===== src/hdl/lsu_pkg.sv =====
`default_nettype none

package lsu_pkg;

  // -------------------------------------------------------------------------
  // Configuration register layout
  // -------------------------------------------------------------------------
  localparam int CFG_DATA_W   = 32;
  localparam int CTRL_EN_BIT  = 0;
  localparam int CTRL_INV_BIT = 1;

  // Access kind issued by the core
  typedef enum logic {
    LSU_OP_LOAD  = 1'b0,
    LSU_OP_STORE = 1'b1
  } lsu_op_e;

  // Access controller states
  typedef enum logic [2:0] {
    PIPE_IDLE       = 3'd0,
    PIPE_LOOKUP     = 3'd1,
    PIPE_CHECK      = 3'd2,
    PIPE_DRAIN_WAIT = 3'd3,
    PIPE_MISS_WAIT  = 3'd4,
    PIPE_STORE_PUSH = 3'd5,
    PIPE_RESP       = 3'd6
  } pipe_state_e;

  // Configuration register addresses
  typedef enum logic [1:0] {
    CFG_CTRL   = 2'd0,
    CFG_HITS   = 2'd1,
    CFG_MISSES = 2'd2
  } cfg_reg_e;

endpackage

`default_nettype wire


===== src/hdl/l1d_pkg.sv =====
`default_nettype none

package l1d_pkg;

  // -------------------------------------------------------------------------
  // L1D geometry
  // -------------------------------------------------------------------------
  localparam int WORD_W    = 32;
  localparam int LINE_W    = 128;
  localparam int L1D_LINES = 16;

  // Address split: tag | index | byte offset
  localparam int OFFSET_W  = 4;
  localparam int INDEX_W   = 4;
  localparam int TAG_W     = 24;
  localparam int ADDR_W    = 32;

endpackage

`default_nettype wire


===== src/hdl/lsu_ifs.sv =====
`timescale 1ns/1ps
`default_nettype none

// Lookup port, result one cycle after s0_valid
interface l1d_rd_if
  import l1d_pkg::*;
();
  logic              s0_valid;
  logic [ADDR_W-1:0] s0_addr;
  logic              s1_hit;
  logic [LINE_W-1:0] s1_line;

  modport requester (output s0_valid, s0_addr, input s1_hit, s1_line);
  modport cache     (input s0_valid, s0_addr, output s1_hit, s1_line);
endinterface

// Four-phase L2 request, word writes and line reads
interface l2_req_if
  import l1d_pkg::*;
();
  logic              req;
  logic              we;
  logic [ADDR_W-1:0] addr;
  logic [WORD_W-1:0] wdata;
  logic              ack;
  logic [LINE_W-1:0] rdata;

  modport master (output req, we, addr, wdata, input ack, rdata);
  modport slave  (input req, we, addr, wdata, output ack, rdata);
endinterface

`default_nettype wire


===== src/hdl/lsu_csr.sv =====
`timescale 1ns/1ps
`default_nettype none

module lsu_csr
  import lsu_pkg::*;
(
  input  logic                  i_clk,
  input  logic                  i_reset_n,
  input  logic                  i_cfg_we,
  input  cfg_reg_e              i_cfg_addr,
  input  logic [CFG_DATA_W-1:0] i_cfg_wdata,
  output logic [CFG_DATA_W-1:0] o_cfg_rdata,
  input  logic                  i_hit_evt,
  input  logic                  i_miss_evt,
  output logic                  o_cache_en,
  output logic                  o_invalidate
);

  logic                  r_cache_en;
  logic [CFG_DATA_W-1:0] r_hits;
  logic [CFG_DATA_W-1:0] r_misses;
  logic                  w_ctrl_wr;

  assign w_ctrl_wr  = i_cfg_we & (i_cfg_addr == CFG_CTRL);
  assign o_cache_en = r_cache_en;

  // Invalidate acts on the edge that samples the write, never stored
  assign o_invalidate = w_ctrl_wr & i_cfg_wdata[CTRL_INV_BIT];

  always_ff @(posedge i_clk or negedge i_reset_n) begin
    if (!i_reset_n) begin
      r_cache_en <= 1'b1;
      r_hits     <= '0;
      r_misses   <= '0;
    end else begin
      if (w_ctrl_wr) r_cache_en <= i_cfg_wdata[CTRL_EN_BIT];
      // Saturating event counters
      if (i_hit_evt && (r_hits != '1)) r_hits <= r_hits + 1'b1;
      if (i_miss_evt && (r_misses != '1)) r_misses <= r_misses + 1'b1;
    end
  end

  always_comb begin
    o_cfg_rdata = '0;
    case (i_cfg_addr)
      CFG_CTRL:   o_cfg_rdata[CTRL_EN_BIT] = r_cache_en;
      CFG_HITS:   o_cfg_rdata = r_hits;
      CFG_MISSES: o_cfg_rdata = r_misses;
      default:    o_cfg_rdata = '0;
    endcase
  end

endmodule

`default_nettype wire


===== src/hdl/lsu_pipe.sv =====
`timescale 1ns/1ps
`default_nettype none

module lsu_pipe
  import lsu_pkg::*;
  import l1d_pkg::*;
(
  input  logic              i_clk,
  input  logic              i_reset_n,
  input  logic              i_req,
  input  lsu_op_e           i_op,
  input  logic [ADDR_W-1:0] i_addr,
  input  logic [WORD_W-1:0] i_wdata,
  output logic              o_ack,
  output logic [WORD_W-1:0] o_rdata,
  l1d_rd_if.requester       rd,
  output logic              o_upd_valid,
  output logic [ADDR_W-1:0] o_upd_addr,
  output logic [WORD_W-1:0] o_upd_word,
  output logic              o_miss_start,
  output logic [ADDR_W-1:0] o_miss_addr,
  input  logic              i_miss_done,
  input  logic [LINE_W-1:0] i_miss_line,
  output logic              o_st_push,
  output logic [ADDR_W-1:0] o_st_addr,
  output logic [WORD_W-1:0] o_st_word,
  input  logic              i_st_full,
  input  logic              i_st_empty,
  output logic              o_hit_evt,
  output logic              o_miss_evt
);

  pipe_state_e         r_state;
  lsu_op_e             r_op;
  logic [ADDR_W-1:0]   r_addr;
  logic [WORD_W-1:0]   r_wdata;
  logic [WORD_W-1:0]   r_rdata;
  logic                w_is_load;
  logic                w_check;
  logic [OFFSET_W-3:0] w_wsel;

  assign w_is_load = (r_op == LSU_OP_LOAD);
  assign w_check   = (r_state == PIPE_CHECK);
  assign w_wsel    = r_addr[OFFSET_W-1:2];

  // Lookup issued in LOOKUP, judged in CHECK
  assign rd.s0_valid = (r_state == PIPE_LOOKUP);
  assign rd.s0_addr  = r_addr;
  assign o_hit_evt   = w_check & w_is_load & rd.s1_hit;
  assign o_miss_evt  = w_check & w_is_load & ~rd.s1_hit;

  // Line fetch only once every earlier store has reached L2
  assign o_miss_start = i_st_empty & (o_miss_evt | (r_state == PIPE_DRAIN_WAIT));
  assign o_miss_addr  = r_addr;

  // Store updates a resident word and posts to the buffer together
  assign o_upd_valid = w_check & ~w_is_load;
  assign o_upd_addr  = r_addr;
  assign o_upd_word  = r_wdata;
  assign o_st_push   = ~w_is_load & ~i_st_full & (w_check | (r_state == PIPE_STORE_PUSH));
  assign o_st_addr   = r_addr;
  assign o_st_word   = r_wdata;

  assign o_ack   = (r_state == PIPE_RESP);
  assign o_rdata = r_rdata;

  always_ff @(posedge i_clk or negedge i_reset_n) begin
    if (!i_reset_n) begin
      r_state <= PIPE_IDLE;
    end else begin
      case (r_state)
        PIPE_IDLE:   if (i_req) r_state <= PIPE_LOOKUP;
        PIPE_LOOKUP: r_state <= PIPE_CHECK;
        PIPE_CHECK: begin
          if (o_hit_evt || o_st_push) r_state <= PIPE_RESP;
          else if (o_miss_start) r_state <= PIPE_MISS_WAIT;
          else if (o_miss_evt) r_state <= PIPE_DRAIN_WAIT;
          else r_state <= PIPE_STORE_PUSH;
        end
        PIPE_DRAIN_WAIT: if (i_st_empty) r_state <= PIPE_MISS_WAIT;
        PIPE_MISS_WAIT:  if (i_miss_done) r_state <= PIPE_RESP;
        PIPE_STORE_PUSH: if (!i_st_full) r_state <= PIPE_RESP;
        PIPE_RESP:       if (!i_req) r_state <= PIPE_IDLE;
        default:         r_state <= PIPE_IDLE;
      endcase
    end
  end

  // Access payload and load result
  always_ff @(posedge i_clk) begin
    if ((r_state == PIPE_IDLE) && i_req) begin
      r_op    <= i_op;
      r_addr  <= i_addr;
      r_wdata <= i_wdata;
    end
    if (o_hit_evt) r_rdata <= rd.s1_line[w_wsel*WORD_W +: WORD_W];
    if ((r_state == PIPE_MISS_WAIT) && i_miss_done) begin
      r_rdata <= i_miss_line[w_wsel*WORD_W +: WORD_W];
    end
  end

endmodule

`default_nettype wire


===== src/hdl/l1d_cache.sv =====
`timescale 1ns/1ps
`default_nettype none

module l1d_cache
  import l1d_pkg::*;
(
  input  logic              i_clk,
  input  logic              i_reset_n,
  l1d_rd_if.cache           rd,
  input  logic              i_fill_valid,
  input  logic [ADDR_W-1:0] i_fill_addr,
  input  logic [LINE_W-1:0] i_fill_line,
  input  logic              i_upd_valid,
  input  logic [ADDR_W-1:0] i_upd_addr,
  input  logic [WORD_W-1:0] i_upd_word,
  input  logic              i_cache_en,
  input  logic              i_invalidate
);

  // -------------------------------------------------------------------------
  // Arrays
  // -------------------------------------------------------------------------
  logic [TAG_W-1:0]     r_tag  [L1D_LINES];
  logic [LINE_W-1:0]    r_data [L1D_LINES];
  logic [L1D_LINES-1:0] r_valid;
  logic                 r_s1_hit;
  logic [LINE_W-1:0]    r_s1_line;

  logic [INDEX_W-1:0]   w_rd_idx;
  logic [INDEX_W-1:0]   w_fill_idx;
  logic [INDEX_W-1:0]   w_upd_idx;
  logic [TAG_W-1:0]     w_rd_tag;
  logic [TAG_W-1:0]     w_fill_tag;
  logic [TAG_W-1:0]     w_upd_tag;
  logic [OFFSET_W-3:0]  w_upd_wsel;
  logic                 w_fill_en;
  logic                 w_upd_en;

  assign w_rd_idx   = rd.s0_addr[OFFSET_W +: INDEX_W];
  assign w_rd_tag   = rd.s0_addr[ADDR_W-1 -: TAG_W];
  assign w_fill_idx = i_fill_addr[OFFSET_W +: INDEX_W];
  assign w_fill_tag = i_fill_addr[ADDR_W-1 -: TAG_W];
  assign w_upd_idx  = i_upd_addr[OFFSET_W +: INDEX_W];
  assign w_upd_tag  = i_upd_addr[ADDR_W-1 -: TAG_W];
  assign w_upd_wsel = i_upd_addr[OFFSET_W-1:2];

  // Disabled cache takes no new lines
  assign w_fill_en = i_fill_valid & i_cache_en;
  // Word update only on a resident line with matching tag
  assign w_upd_en  = i_upd_valid & r_valid[w_upd_idx] & (r_tag[w_upd_idx] == w_upd_tag);

  assign rd.s1_hit  = r_s1_hit;
  assign rd.s1_line = r_s1_line;

  always_ff @(posedge i_clk or negedge i_reset_n) begin
    if (!i_reset_n) begin
      r_valid  <= '0;
      r_s1_hit <= 1'b0;
    end else begin
      if (i_invalidate) r_valid <= '0;
      else if (w_fill_en) r_valid[w_fill_idx] <= 1'b1;
      r_s1_hit <= rd.s0_valid & i_cache_en & r_valid[w_rd_idx]
                  & (r_tag[w_rd_idx] == w_rd_tag);
    end
  end

  always_ff @(posedge i_clk) begin
    if (w_fill_en) begin
      r_tag[w_fill_idx]  <= w_fill_tag;
      r_data[w_fill_idx] <= i_fill_line;
    end
    if (w_upd_en) r_data[w_upd_idx][w_upd_wsel*WORD_W +: WORD_W] <= i_upd_word;
    if (rd.s0_valid) r_s1_line <= r_data[w_rd_idx];
  end

endmodule

`default_nettype wire


===== src/hdl/miss_requester.sv =====
`timescale 1ns/1ps
`default_nettype none

module miss_requester
  import l1d_pkg::*;
(
  input  logic              i_clk,
  input  logic              i_reset_n,
  input  logic              i_miss_start,
  input  logic [ADDR_W-1:0] i_miss_addr,
  output logic              o_miss_done,
  output logic [LINE_W-1:0] o_miss_line,
  output logic              o_fill_valid,
  output logic [ADDR_W-1:0] o_fill_addr,
  output logic [LINE_W-1:0] o_fill_line,
  l2_req_if.master          l2
);

  typedef enum logic [1:0] {
    MR_IDLE,
    MR_REQ,
    MR_RELEASE
  } mr_state_e;

  mr_state_e         r_state;
  logic [ADDR_W-1:0] r_line_addr;
  logic [LINE_W-1:0] r_line;
  logic              w_done;

  // Transfer ends when the slave drops ack
  assign w_done = (r_state == MR_RELEASE) & ~l2.ack;

  assign l2.req   = (r_state == MR_REQ);
  assign l2.we    = 1'b0;
  assign l2.addr  = r_line_addr;
  assign l2.wdata = '0;

  assign o_miss_done  = w_done;
  assign o_miss_line  = r_line;
  assign o_fill_valid = w_done;
  assign o_fill_addr  = r_line_addr;
  assign o_fill_line  = r_line;

  always_ff @(posedge i_clk or negedge i_reset_n) begin
    if (!i_reset_n) begin
      r_state <= MR_IDLE;
    end else begin
      case (r_state)
        MR_IDLE:    if (i_miss_start) r_state <= MR_REQ;
        MR_REQ:     if (l2.ack) r_state <= MR_RELEASE;
        MR_RELEASE: if (!l2.ack) r_state <= MR_IDLE;
        default:    r_state <= MR_IDLE;
      endcase
    end
  end

  always_ff @(posedge i_clk) begin
    if ((r_state == MR_IDLE) && i_miss_start) begin
      r_line_addr <= {i_miss_addr[ADDR_W-1:OFFSET_W], {OFFSET_W{1'b0}}};
    end
    // Line captured while ack is high
    if ((r_state == MR_REQ) && l2.ack) r_line <= l2.rdata;
  end

endmodule

`default_nettype wire


===== src/hdl/store_writer.sv =====
`timescale 1ns/1ps
`default_nettype none

module store_writer
  import l1d_pkg::*;
(
  input  logic              i_clk,
  input  logic              i_reset_n,
  input  logic              i_push,
  input  logic [ADDR_W-1:0] i_addr,
  input  logic [WORD_W-1:0] i_word,
  output logic              o_full,
  output logic              o_empty,
  l2_req_if.master          l2
);

  typedef enum logic [1:0] {
    SW_IDLE,
    SW_REQ,
    SW_RELEASE
  } sw_state_e;

  sw_state_e         r_state;
  logic [ADDR_W-1:0] r_addr [2];
  logic [WORD_W-1:0] r_word [2];
  logic              r_wr_ptr;
  logic              r_rd_ptr;
  logic [1:0]        r_count;
  logic              w_push;
  logic              w_pop;

  assign w_push  = i_push & ~o_full;
  // Entry leaves only after the write handshake is complete
  assign w_pop   = (r_state == SW_RELEASE) & ~l2.ack;
  assign o_full  = (r_count == 2'd2);
  assign o_empty = (r_count == 2'd0);

  assign l2.req   = (r_state == SW_REQ);
  assign l2.we    = 1'b1;
  assign l2.addr  = r_addr[r_rd_ptr];
  assign l2.wdata = r_word[r_rd_ptr];

  always_ff @(posedge i_clk or negedge i_reset_n) begin
    if (!i_reset_n) begin
      r_state  <= SW_IDLE;
      r_wr_ptr <= 1'b0;
      r_rd_ptr <= 1'b0;
      r_count  <= 2'd0;
    end else begin
      if (w_push) r_wr_ptr <= ~r_wr_ptr;
      if (w_pop) r_rd_ptr <= ~r_rd_ptr;
      r_count <= r_count + {1'b0, w_push} - {1'b0, w_pop};
      case (r_state)
        SW_IDLE:    if (!o_empty) r_state <= SW_REQ;
        SW_REQ:     if (l2.ack) r_state <= SW_RELEASE;
        SW_RELEASE: if (!l2.ack) r_state <= SW_IDLE;
        default:    r_state <= SW_IDLE;
      endcase
    end
  end

  always_ff @(posedge i_clk) begin
    if (w_push) begin
      r_addr[r_wr_ptr] <= i_addr;
      r_word[r_wr_ptr] <= i_word;
    end
  end

endmodule

`default_nettype wire


===== src/hdl/l2_req_arbiter.sv =====
`timescale 1ns/1ps
`default_nettype none

module l2_req_arbiter (
  input  logic     i_clk,
  input  logic     i_reset_n,
  l2_req_if.slave  st_in,
  l2_req_if.slave  ld_in,
  l2_req_if.master l2_out
);

  logic r_busy;
  logic r_grant_st;
  logic w_owner_req;

  assign w_owner_req = r_grant_st ? st_in.req : ld_in.req;

  // Request path follows the registered owner
  assign l2_out.req   = r_busy & w_owner_req;
  assign l2_out.we    = r_grant_st ? st_in.we    : ld_in.we;
  assign l2_out.addr  = r_grant_st ? st_in.addr  : ld_in.addr;
  assign l2_out.wdata = r_grant_st ? st_in.wdata : ld_in.wdata;

  // Response only to the owner
  assign st_in.ack   = r_busy & r_grant_st & l2_out.ack;
  assign ld_in.ack   = r_busy & ~r_grant_st & l2_out.ack;
  assign st_in.rdata = r_grant_st ? l2_out.rdata : '0;
  assign ld_in.rdata = r_grant_st ? '0 : l2_out.rdata;

  always_ff @(posedge i_clk or negedge i_reset_n) begin
    if (!i_reset_n) begin
      r_busy     <= 1'b0;
      r_grant_st <= 1'b0;
    end else if (!r_busy) begin
      // Stores first
      if (st_in.req || ld_in.req) begin
        r_busy     <= 1'b1;
        r_grant_st <= st_in.req;
      end
    end else if (!w_owner_req && !l2_out.ack) begin
      r_busy <= 1'b0;
    end
  end

endmodule

`default_nettype wire


===== src/hdl/lsu_top.sv =====
`timescale 1ns/1ps
`default_nettype none

module lsu_top
  import lsu_pkg::*;
  import l1d_pkg::*;
(
  input  logic                  i_clk,
  input  logic                  i_reset_n,
  // Core port
  input  logic                  i_req,
  input  lsu_op_e               i_op,
  input  logic [ADDR_W-1:0]     i_addr,
  input  logic [WORD_W-1:0]     i_wdata,
  output logic                  o_ack,
  output logic [WORD_W-1:0]     o_rdata,
  // Configuration port
  input  logic                  i_cfg_we,
  input  cfg_reg_e              i_cfg_addr,
  input  logic [CFG_DATA_W-1:0] i_cfg_wdata,
  output logic [CFG_DATA_W-1:0] o_cfg_rdata,
  // L2 port
  output logic                  o_l2_req,
  output logic                  o_l2_we,
  output logic [ADDR_W-1:0]     o_l2_addr,
  output logic [WORD_W-1:0]     o_l2_wdata,
  input  logic                  i_l2_ack,
  input  logic [LINE_W-1:0]     i_l2_rdata
);

  l1d_rd_if w_rd_if ();
  l2_req_if w_l2_st ();
  l2_req_if w_l2_ld ();
  l2_req_if w_l2_out ();

  logic              w_cache_en;
  logic              w_invalidate;
  logic              w_hit_evt;
  logic              w_miss_evt;
  logic              w_upd_valid;
  logic [ADDR_W-1:0] w_upd_addr;
  logic [WORD_W-1:0] w_upd_word;
  logic              w_miss_start;
  logic [ADDR_W-1:0] w_miss_addr;
  logic              w_miss_done;
  logic [LINE_W-1:0] w_miss_line;
  logic              w_fill_valid;
  logic [ADDR_W-1:0] w_fill_addr;
  logic [LINE_W-1:0] w_fill_line;
  logic              w_st_push;
  logic [ADDR_W-1:0] w_st_addr;
  logic [WORD_W-1:0] w_st_word;
  logic              w_st_full;
  logic              w_st_empty;

  // -------------------------------------------------------------------------
  // External L2 port
  // -------------------------------------------------------------------------
  assign o_l2_req       = w_l2_out.req;
  assign o_l2_we        = w_l2_out.we;
  assign o_l2_addr      = w_l2_out.addr;
  assign o_l2_wdata     = w_l2_out.wdata;
  assign w_l2_out.ack   = i_l2_ack;
  assign w_l2_out.rdata = i_l2_rdata;

  lsu_csr u_csr (
    .i_clk        (i_clk),
    .i_reset_n    (i_reset_n),
    .i_cfg_we     (i_cfg_we),
    .i_cfg_addr   (i_cfg_addr),
    .i_cfg_wdata  (i_cfg_wdata),
    .o_cfg_rdata  (o_cfg_rdata),
    .i_hit_evt    (w_hit_evt),
    .i_miss_evt   (w_miss_evt),
    .o_cache_en   (w_cache_en),
    .o_invalidate (w_invalidate)
  );

  lsu_pipe u_pipe (
    .i_clk        (i_clk),
    .i_reset_n    (i_reset_n),
    .i_req        (i_req),
    .i_op         (i_op),
    .i_addr       (i_addr),
    .i_wdata      (i_wdata),
    .o_ack        (o_ack),
    .o_rdata      (o_rdata),
    .rd           (w_rd_if.requester),
    .o_upd_valid  (w_upd_valid),
    .o_upd_addr   (w_upd_addr),
    .o_upd_word   (w_upd_word),
    .o_miss_start (w_miss_start),
    .o_miss_addr  (w_miss_addr),
    .i_miss_done  (w_miss_done),
    .i_miss_line  (w_miss_line),
    .o_st_push    (w_st_push),
    .o_st_addr    (w_st_addr),
    .o_st_word    (w_st_word),
    .i_st_full    (w_st_full),
    .i_st_empty   (w_st_empty),
    .o_hit_evt    (w_hit_evt),
    .o_miss_evt   (w_miss_evt)
  );

  l1d_cache u_cache (
    .i_clk        (i_clk),
    .i_reset_n    (i_reset_n),
    .rd           (w_rd_if.cache),
    .i_fill_valid (w_fill_valid),
    .i_fill_addr  (w_fill_addr),
    .i_fill_line  (w_fill_line),
    .i_upd_valid  (w_upd_valid),
    .i_upd_addr   (w_upd_addr),
    .i_upd_word   (w_upd_word),
    .i_cache_en   (w_cache_en),
    .i_invalidate (w_invalidate)
  );

  miss_requester u_miss (
    .i_clk        (i_clk),
    .i_reset_n    (i_reset_n),
    .i_miss_start (w_miss_start),
    .i_miss_addr  (w_miss_addr),
    .o_miss_done  (w_miss_done),
    .o_miss_line  (w_miss_line),
    .o_fill_valid (w_fill_valid),
    .o_fill_addr  (w_fill_addr),
    .o_fill_line  (w_fill_line),
    .l2           (w_l2_ld.master)
  );

  store_writer u_store (
    .i_clk     (i_clk),
    .i_reset_n (i_reset_n),
    .i_push    (w_st_push),
    .i_addr    (w_st_addr),
    .i_word    (w_st_word),
    .o_full    (w_st_full),
    .o_empty   (w_st_empty),
    .l2        (w_l2_st.master)
  );

  l2_req_arbiter u_arb (
    .i_clk     (i_clk),
    .i_reset_n (i_reset_n),
    .st_in     (w_l2_st.slave),
    .ld_in     (w_l2_ld.slave),
    .l2_out    (w_l2_out.master)
  );

endmodule

`default_nettype wire


===== config.mk =====
export PLATFORM = sky130hd
export DESIGN_NAME = lsu_top
export DESIGN_NICKNAME = d
export VERILOG_FILES = /design/src/hdl/lsu_pkg.sv /design/src/hdl/l1d_pkg.sv /design/src/hdl/lsu_ifs.sv /design/src/hdl/lsu_csr.sv /design/src/hdl/lsu_pipe.sv /design/src/hdl/l1d_cache.sv /design/src/hdl/miss_requester.sv /design/src/hdl/store_writer.sv /design/src/hdl/l2_req_arbiter.sv /design/src/hdl/lsu_top.sv
export SDC_FILE = /design/constraint.sdc
export NUM_CORES = 2
export LEC_CHECK = 0
export BUFFER_PORTS_ARGS = -buffer_cell sky130_fd_sc_hd__buf_2
export CAP_MARGIN = 20
export CORE_UTILIZATION = 25
export CTS_BUF_LIST = sky130_fd_sc_hd__clkbuf_8
export DETAILED_ROUTE_END_ITERATION = 10
export PLACE_DENSITY = 0.5
export SETUP_SLACK_MARGIN = 0.1
export SYNTH_ARGS = -nofsm -noshare
export SYNTH_HDL_FRONTEND = slang
export SYNTH_SLANG_ARGS = --single-unit

===== constraint.sdc =====
create_clock -name i_clk -period 35 [get_ports i_clk]
set_clock_uncertainty 0.2 [all_clocks]
set_input_delay 0 -clock i_clk [delete_from_list [all_inputs] [get_ports i_clk]]
set_output_delay 0 -clock i_clk [all_outputs]
set_load 0.01 [all_outputs]

Yosys cells after proc, flatten, opt, wreduce, memory -nomap -nowiden
Memories as Yosys holds them, arrays and structs flattened. A register that Yosys moved wholly into a read port is not among the register bits.
Index checks and enable logic that the tools add are counted.
{"block": "totals", "register_bits": 348, "ram_bits": 2560, "input_bits": 232, "output_inout_bits": 131, "elab_cells": 161, "n_memories": 4}
{"name": "u_cache.r_data", "words": 16, "width": 128, "read_ports": 1, "rd_clocked_by_memory_dff": 1, "write_ports": 2, "line_no": "l1d_cache.sv:24", "source": "logic [LINE_W-1:0] r_data [L1D_LINES];"}
{"name": "u_cache.r_tag", "words": 16, "width": 24, "read_ports": 1, "rd_clocked_by_memory_dff": 1, "write_ports": 1, "line_no": "l1d_cache.sv:23", "source": "logic [TAG_W-1:0] r_tag [L1D_LINES];"}
{"name": "u_store.r_addr", "words": 2, "width": 32, "read_ports": 1, "rd_clocked_by_memory_dff": 0, "write_ports": 1, "line_no": "store_writer.sv:24", "source": "logic [ADDR_W-1:0] r_addr [2];"}
{"name": "u_store.r_word", "words": 2, "width": 32, "read_ports": 1, "rd_clocked_by_memory_dff": 0, "write_ports": 1, "line_no": "store_writer.sv:25", "source": "logic [WORD_W-1:0] r_word [2];"}
{"block": "classes", "add_sub_neg": 5, "magnitude_cmp": 3, "n_eq_ne": 27, "shifts": 4, "muxes": 41, "bitwise_logic": 35, "reduce_logical": 23}
{"operator": "indexed part select 128 x 8 -> 32 bit", "count": 2}
{"operator": "two-way mux 128 bit", "count": 1}
{"operator": "two-way mux 32 bit", "count": 4}
{"operator": "variable shift 32 x 34 -> 128 bit (first input constant)", "count": 1}
{"operator": "indexed part select 32 x 34 -> 128 bit", "count": 1}
{"operator": "adder 32 x 1 -> 32 bit (second input constant)", "count": 2}
{"operator": "inequality test 32 bit (second input constant)", "count": 2}
{"operator": "case mux 31 bit (2 select lines)", "count": 1}
{"operator": "negator 7 -> 34 bit", "count": 1}
{"operator": "two-way mux 16 bit", "count": 2}
{"operator": "== test 24 bit", "count": 1}
{"operator": "two-way mux 3 bit", "count": 8}
{"operator": "bitwise AND 1 bit", "count": 23}
{"operator": "case mux 3 bit (7 select lines)", "count": 1}
{"operator": "inequality test 2 bit (second input constant)", "count": 8}
{"operator": "OR 16 bit", "count": 1}
{"operator": "two-way mux 1 bit", "count": 12}
{"operator": "two-way mux 2 bit", "count": 6}
{"operator": "case mux 2 bit (3 select lines)", "count": 2}
{"operator": "< comparator 4 x 5 -> 1 bit (second input constant)", "count": 2}
{"operator": "== test 3 bit (second input constant)", "count": 3}
{"operator": "NOT 1 bit", "count": 9}
{"operator": "== test 2 bit (second input constant)", "count": 4}
{"operator": "logical AND 1 bit", "count": 8}
{"operator": "other kinds (20)", "count": 33}

Logic depth before layout (Yosys ltp)
{"block": "logic_depth", "depth_word": 8, "depth_mapped": 16, "mapped_depth_nobuf": 9}

By module
Synthesis repeated with hierarchy kept, for this count alone.
{"block": "hier_totals", "cells_unflattened": 8989, "area_unflattened_um2": 154921.1}
{"mod": "l1d_cache", "n_inst": 1, "cells_per_inst": 6898, "area_each_um2": 128977.4, "seq_area_each_um2": 77299.1}
{"mod": "lsu_pipe", "n_inst": 1, "cells_per_inst": 752, "area_each_um2": 8189.1, "seq_area_each_um2": 2987.9}
{"mod": "miss_requester", "n_inst": 1, "cells_per_inst": 366, "area_each_um2": 6286.0, "seq_area_each_um2": 4734.5}
{"mod": "store_writer", "n_inst": 1, "cells_per_inst": 226, "area_each_um2": 5117.4, "seq_area_each_um2": 3993.8}
{"mod": "lsu_csr", "n_inst": 1, "cells_per_inst": 378, "area_each_um2": 3696.0, "seq_area_each_um2": 1627.8}
{"mod": "l2_req_arbiter", "n_inst": 1, "cells_per_inst": 369, "area_each_um2": 2655.0, "seq_area_each_um2": 50.0}

Worst setup path after synthesis
No wires, ideal clock.
{"block": "synth_timing", "path_kind": "register -> register", "from": "reg u_pipe.r_state[0]", "to": "reg u_cache.r_s1_hit (netlist: u_cache.rd.s1_hit)", "setup_time_ps": 67, "arrival_time_ps": 10962, "required_ps": 34733, "setup_slack_ps": 23771, "stages_incl_launch_ff": 5, "n_path_buf": 1, "period_less_slack_ps": 11229, "path_cell_list": "dfrtp_1 clkbuf_1 nor3b_1 and3_1 o2111a_1"}
{"block": "synth_between", "elab_chain_len": 4}
{"item": "from (decl)", "line_no": "lsu_pipe.sv:33", "source": "pipe_state_e r_state;"}
{"item": "from (signal assigned)", "line_no": "lsu_pipe.sv:69", "source": "r_state <= PIPE_IDLE;"}
{"item": "from (signal assigned)", "line_no": "lsu_pipe.sv:72", "source": "PIPE_IDLE: if (i_req) r_state <= PIPE_LOOKUP;"}
{"item": "from (signal assigned)", "line_no": "lsu_pipe.sv:73", "source": "PIPE_LOOKUP: r_state <= PIPE_CHECK;"}
{"item": "== test 3 x 1 -> 1 bit", "line_no": "lsu_pipe.sv:47", "source": "assign rd.s0_valid = (r_state == PIPE_LOOKUP);"}
{"item": "bitwise AND 1 bit (2 in series)", "line_no": "l1d_cache.sv:62", "source": "r_s1_hit <= rd.s0_valid & i_cache_en & r_valid[w_rd_idx]"}
{"item": "bitwise AND 1 bit", "line_no": "l1d_cache.sv:63", "source": "& (r_tag[w_rd_idx] == w_rd_tag);"}
{"item": "to (signal assigned)", "line_no": "l1d_cache.sv:62"}
{"item": "to (decl)", "line_no": "l1d_cache.sv:26", "source": "logic r_s1_hit;"}
Every way passes these cells.
A chain may end at the register's enable or synchronous reset.

==> results_dict.tcl <==
set metrics [dict create \
    rsz0062_at_grt "false" \
    drive_gt1_share_pct 42.63 \
    worst_hold_path.endpoint "u_miss.o_fill_line[23]" \
    grt_pass1_vias 86197 \
    seqCellArea_um2 90790 \
    track_usage_pct 16.94 \
    yosys_warnings 0 \
    max_freq_mhz 133.7 \
    cts_tree "yes" \
    insertion_delay_ns 1.24 \
    endpoint_kind "flop" \
    ir_worst_vdd_mv 0.03452 \
    multiInputGateArea_um2 50720 \
    grt_pass1_wl_mm 696.1 \
    setup_ws_ns 27.52 \
    synth-main-ff-cell "edfxtp_1" \
    finalSetupTns_ns 0 \
    crit_type "flop to flop" \
    drc_errors 0 \
    wirelength_mm 514.5 \
    cts_resized 0 \
    fin_nets 9026 \
    drt_iter0_markers 8508 \
    r2r_cells 12 \
    crit_required_ns 35.61 \
    avgSynthCellArea_um2 18.26 \
    drv_slew 0 \
    worstPathMaxFanout 39 \
    period_needed_ns 7.481 \
    leakage_nw 55.03 \
    fillCellCount 57026 \
    hp-class "primary input to flop" \
    worstHoldStart "i_l2_rdata[23]" \
    gp_congestion 0.7741 \
    regToRegSetupSlack_ns 27.52 \
    die_y_um 765.1 \
    initial_utilization_pct 25.17 \
    ys_async_sr_fraction_pct 3.125 \
    syn_inst 7971 \
    synth_edf_count 2941 \
    cp-start-kind "flop" \
    numCtsBuffers 485 \
    yosys.cell_types.count 67 \
    antenna_left 0 \
    status "completed" \
    relSlewSlack_pct 21.71 \
    hold_violations 0 \
    htreeDepth 5 \
    die_w_um 765.1 \
    overflow 0 \
    dr.pass1.iters 6 \
    syn_area_um2 145600 \
    finalSetupViolCount 0 \
    worstPathArrival_ns 8.09 \
    dp_hpwl_mm 287.5 \
    core.rowCount 279 \
    fin_cells 16911 \
    clock-sinks 3040 \
    synth.net_count 8216 \
    io_buffers 332 \
    clockBufferDepth 4 \
    root_buffer "clkbuf_8" \
    syn_to_final_growth_pct 16.18 \
    antenna_found_initial 88 \
    ios 363 \
    holdPathStages 4 \
    vias_per_cell 4.884 \
    via_count 82587 \
    grt_max_degree 132 \
    wl_per_cell_um 30.43 \
    tightestPinTransition_ns 1.174 \
    die-area_um2 585300 \
    r2r_end "u_cache.r_data[15][99]" \
    cap_violations 0 \
    coreArea_um2 578400 \
    synth_seq_area_share_pct 62.36 \
    fin_crit_sh_pct 21.38 \
    fin_area_um2 169100 \
    place_ws_ns 27.56 \
    post-place-cells 15508 \
    clkTransAtPathRegs_ns 0.07 \
    cellPowerDensity_nw_per_um2 52.09 \
    ys_ff_latch 3040 \
    placed_cell_area_um2 154600 \
]
-- cell usage after synthesis (6+ instances only) --
| master | count | area share [%] |
|---|---|---|
| nand2_1 | 222 | 0.57 |
| ha_1 | 13 | 0.11 |
| mux4_2 | 780 | 12 |
| xor2_1 | 32 | 0.19 |
| clkbuf_1 | 430 | 1.1 |
| inv_1 | 13 | 0.034 |
| edfxtp_1 | 2941 | 61 |
| buf_6 | 160 | 1.2 |
| nor2_1 | 181 | 0.47 |
| buf_4 | 49 | 0.25 |
| nand4_1 | 22 | 0.095 |
| or2_2 | 66 | 0.28 |
| a21oi_1 | 37 | 0.13 |
| mux2_4 | 112 | 1.2 |
| buf_2 | 23 | 0.079 |
| buf_1 | 70 | 0.18 |
| mux2_1 | 256 | 2.0 |
| and2_0 | 34 | 0.15 |
| nand3_1 | 27 | 0.093 |
| a22oi_1 | 49 | 0.25 |
| and4_1 | 11 | 0.066 |
| nor2b_1 | 206 | 0.89 |
| nand2b_1 | 46 | 0.20 |
| and3_1 | 18 | 0.077 |
| nor3_1 | 14 | 0.048 |
| nor4_4 | 64 | 0.94 |
| o21ai_0 | 6 | 0.021 |
| o21a_1 | 17 | 0.088 |
| and2_1 | 8 | 0.034 |
| mux2_2 | 1689 | 13 |
| xnor2_1 | 74 | 0.45 |
| dfrtp_1 | 94 | 1.6 |
| a22o_1 | 8 | 0.048 |
| mux2i_1 | 137 | 0.94 |
-- routing by layer --
metal	wire length (µm)	up-vias	track usage, %
met2	248000	3653	28.58
met4	29490	12	8.585
met5	81	-	0
met3	33770	983	2.678
met1	203200	44423	21.05
li1	-	33516	-
-- power by group --
part	total, mW	internal (mW)	switching, mW
logic	1.48	0.598	0.884
registers	4.29	4.12	0.162
clock network	3.04	1.51	1.53
-- placed cells by master (no fill, tap or decap), types with 17 or more instances in the layout --
master,count
clkinv_2,64
dlygate4sd3_1,511
mux2i_1,137
and2_0,34
clkbuf_8,490
edfxtp_1,2941
or2_4,27
xor2_1,32
nor4_4,64
clkinv_1,140
nor2_1,166
buf_4,209
mux2_2,1689
nand3_1,27
nand2_1,221
inv_1,136
a22oi_1,49
dfrtp_1,92
or2_2,39
buf_2,331
and3_1,18
a21oi_1,37
xnor2_1,74
mux4_2,780
nand2b_1,45
mux2_4,112
mux2_1,256
nor2b_1,206
nand4_1,22
bufinv_16,27
o21a_1,17
diode_2,19
-- worst max path at each step --
stage / from / endpoint / slack (ns) / cells past startpoint
3_3_place_gp: flop / u_cache.r_data[15][114] / 27.60 / 12
2_1_floorplan: u_pipe.r_state[0] / u_cache.rd.s1_hit / 23.77 / 4
6_report: flop / u_cache.r_data[15][99] / 27.52 / 12
3_5_place_dp: flop / u_cache.r_data[15][114] / 27.56 / 12
4_1_cts: flop / u_cache.r_data[8][97] / 27.44 / 12
5_1_grt: flop / u_cache.r_data[15][99] / 27.24 / 12
-- critical path, cell delays in order, from the launching register on --
cell	delay (ns)
dfxtp_2	0.57
buf_4	0.65
nor2b_1	0.96
a22o_1	0.27
a221oi_1	0.12
xnor2_1	0.24
or4_4	0.69
buf_4	0.42
buf_4	0.53
nor4_4	0.42
buf_4	0.65
or2_2	0.73
buf_4	0.48
-- registers in the layout, indices dropped and copies added, names as in the netlist, 2 cells and up, named ones only --
register            cells
u_miss.l2.addr         28
u_cache.r_data       2048
u_miss.r_state          2
u_store.r_addr         64
u_cache.r_valid        16
u_miss.o_fill_line    128
u_csr.r_misses         32
u_cache.rd.s1_line    128
u_cache.r_tag         384
u_store.r_state         2
u_store.r_count         2
u_pipe.o_rdata         32
u_csr.r_hits           32
u_pipe.r_state          3
u_pipe.o_miss_addr     32
u_store.r_word         64
u_pipe.o_st_word       32
-- cells by family (layout without fill, tap and decap cells) --
group                      after synthesis  after routing  share of synthesized area, %
and+or+nand+nor                        940            940                         4.015
adders and majority gates               13             13                        0.1117
muxes                                 2974           2974                         29.21
other                                    0             19                             0
buffers and inverters                  752           1946                         2.960
DFF                                   3040           3040                         62.36
xor gates and xnor gates               106            106                        0.6378
AOI/OAI and AO/OA                      146            146                        0.7031
-- stage by stage --
stage	power, mW	util (%)	hold slack [ns]
3_3_place_gp	5.769	26.72	-0.2288
6_report	8.809	29.24	0.06513
5_1_grt	9.092	29.23	0.07706
2_1_floorplan	5.176	-	-0.4956
4_1_cts	8.880	29.23	0.009657
3_5_place_dp	5.788	26.73	-0.2154
-- cell type report --
class	count	share of cell area (%)
diodes	19	0.02811
well taps	7727	5.717
flip-flops and latches	3040	53.69
multi-input cells	4179	29.99
inverters	14	0.03181
repair buffers	1061	5.049
clock buffers	490	3.988
clock inverters	381	1.511
-- repair_timing --
item,in CTS,in global routing
endpoints found under the hold margin,614,0
setup endpoints to repair,0,0
setup buffers,0,0
hold buffers,512,0
No activity file was read; power rests on OpenSTA's default activity.
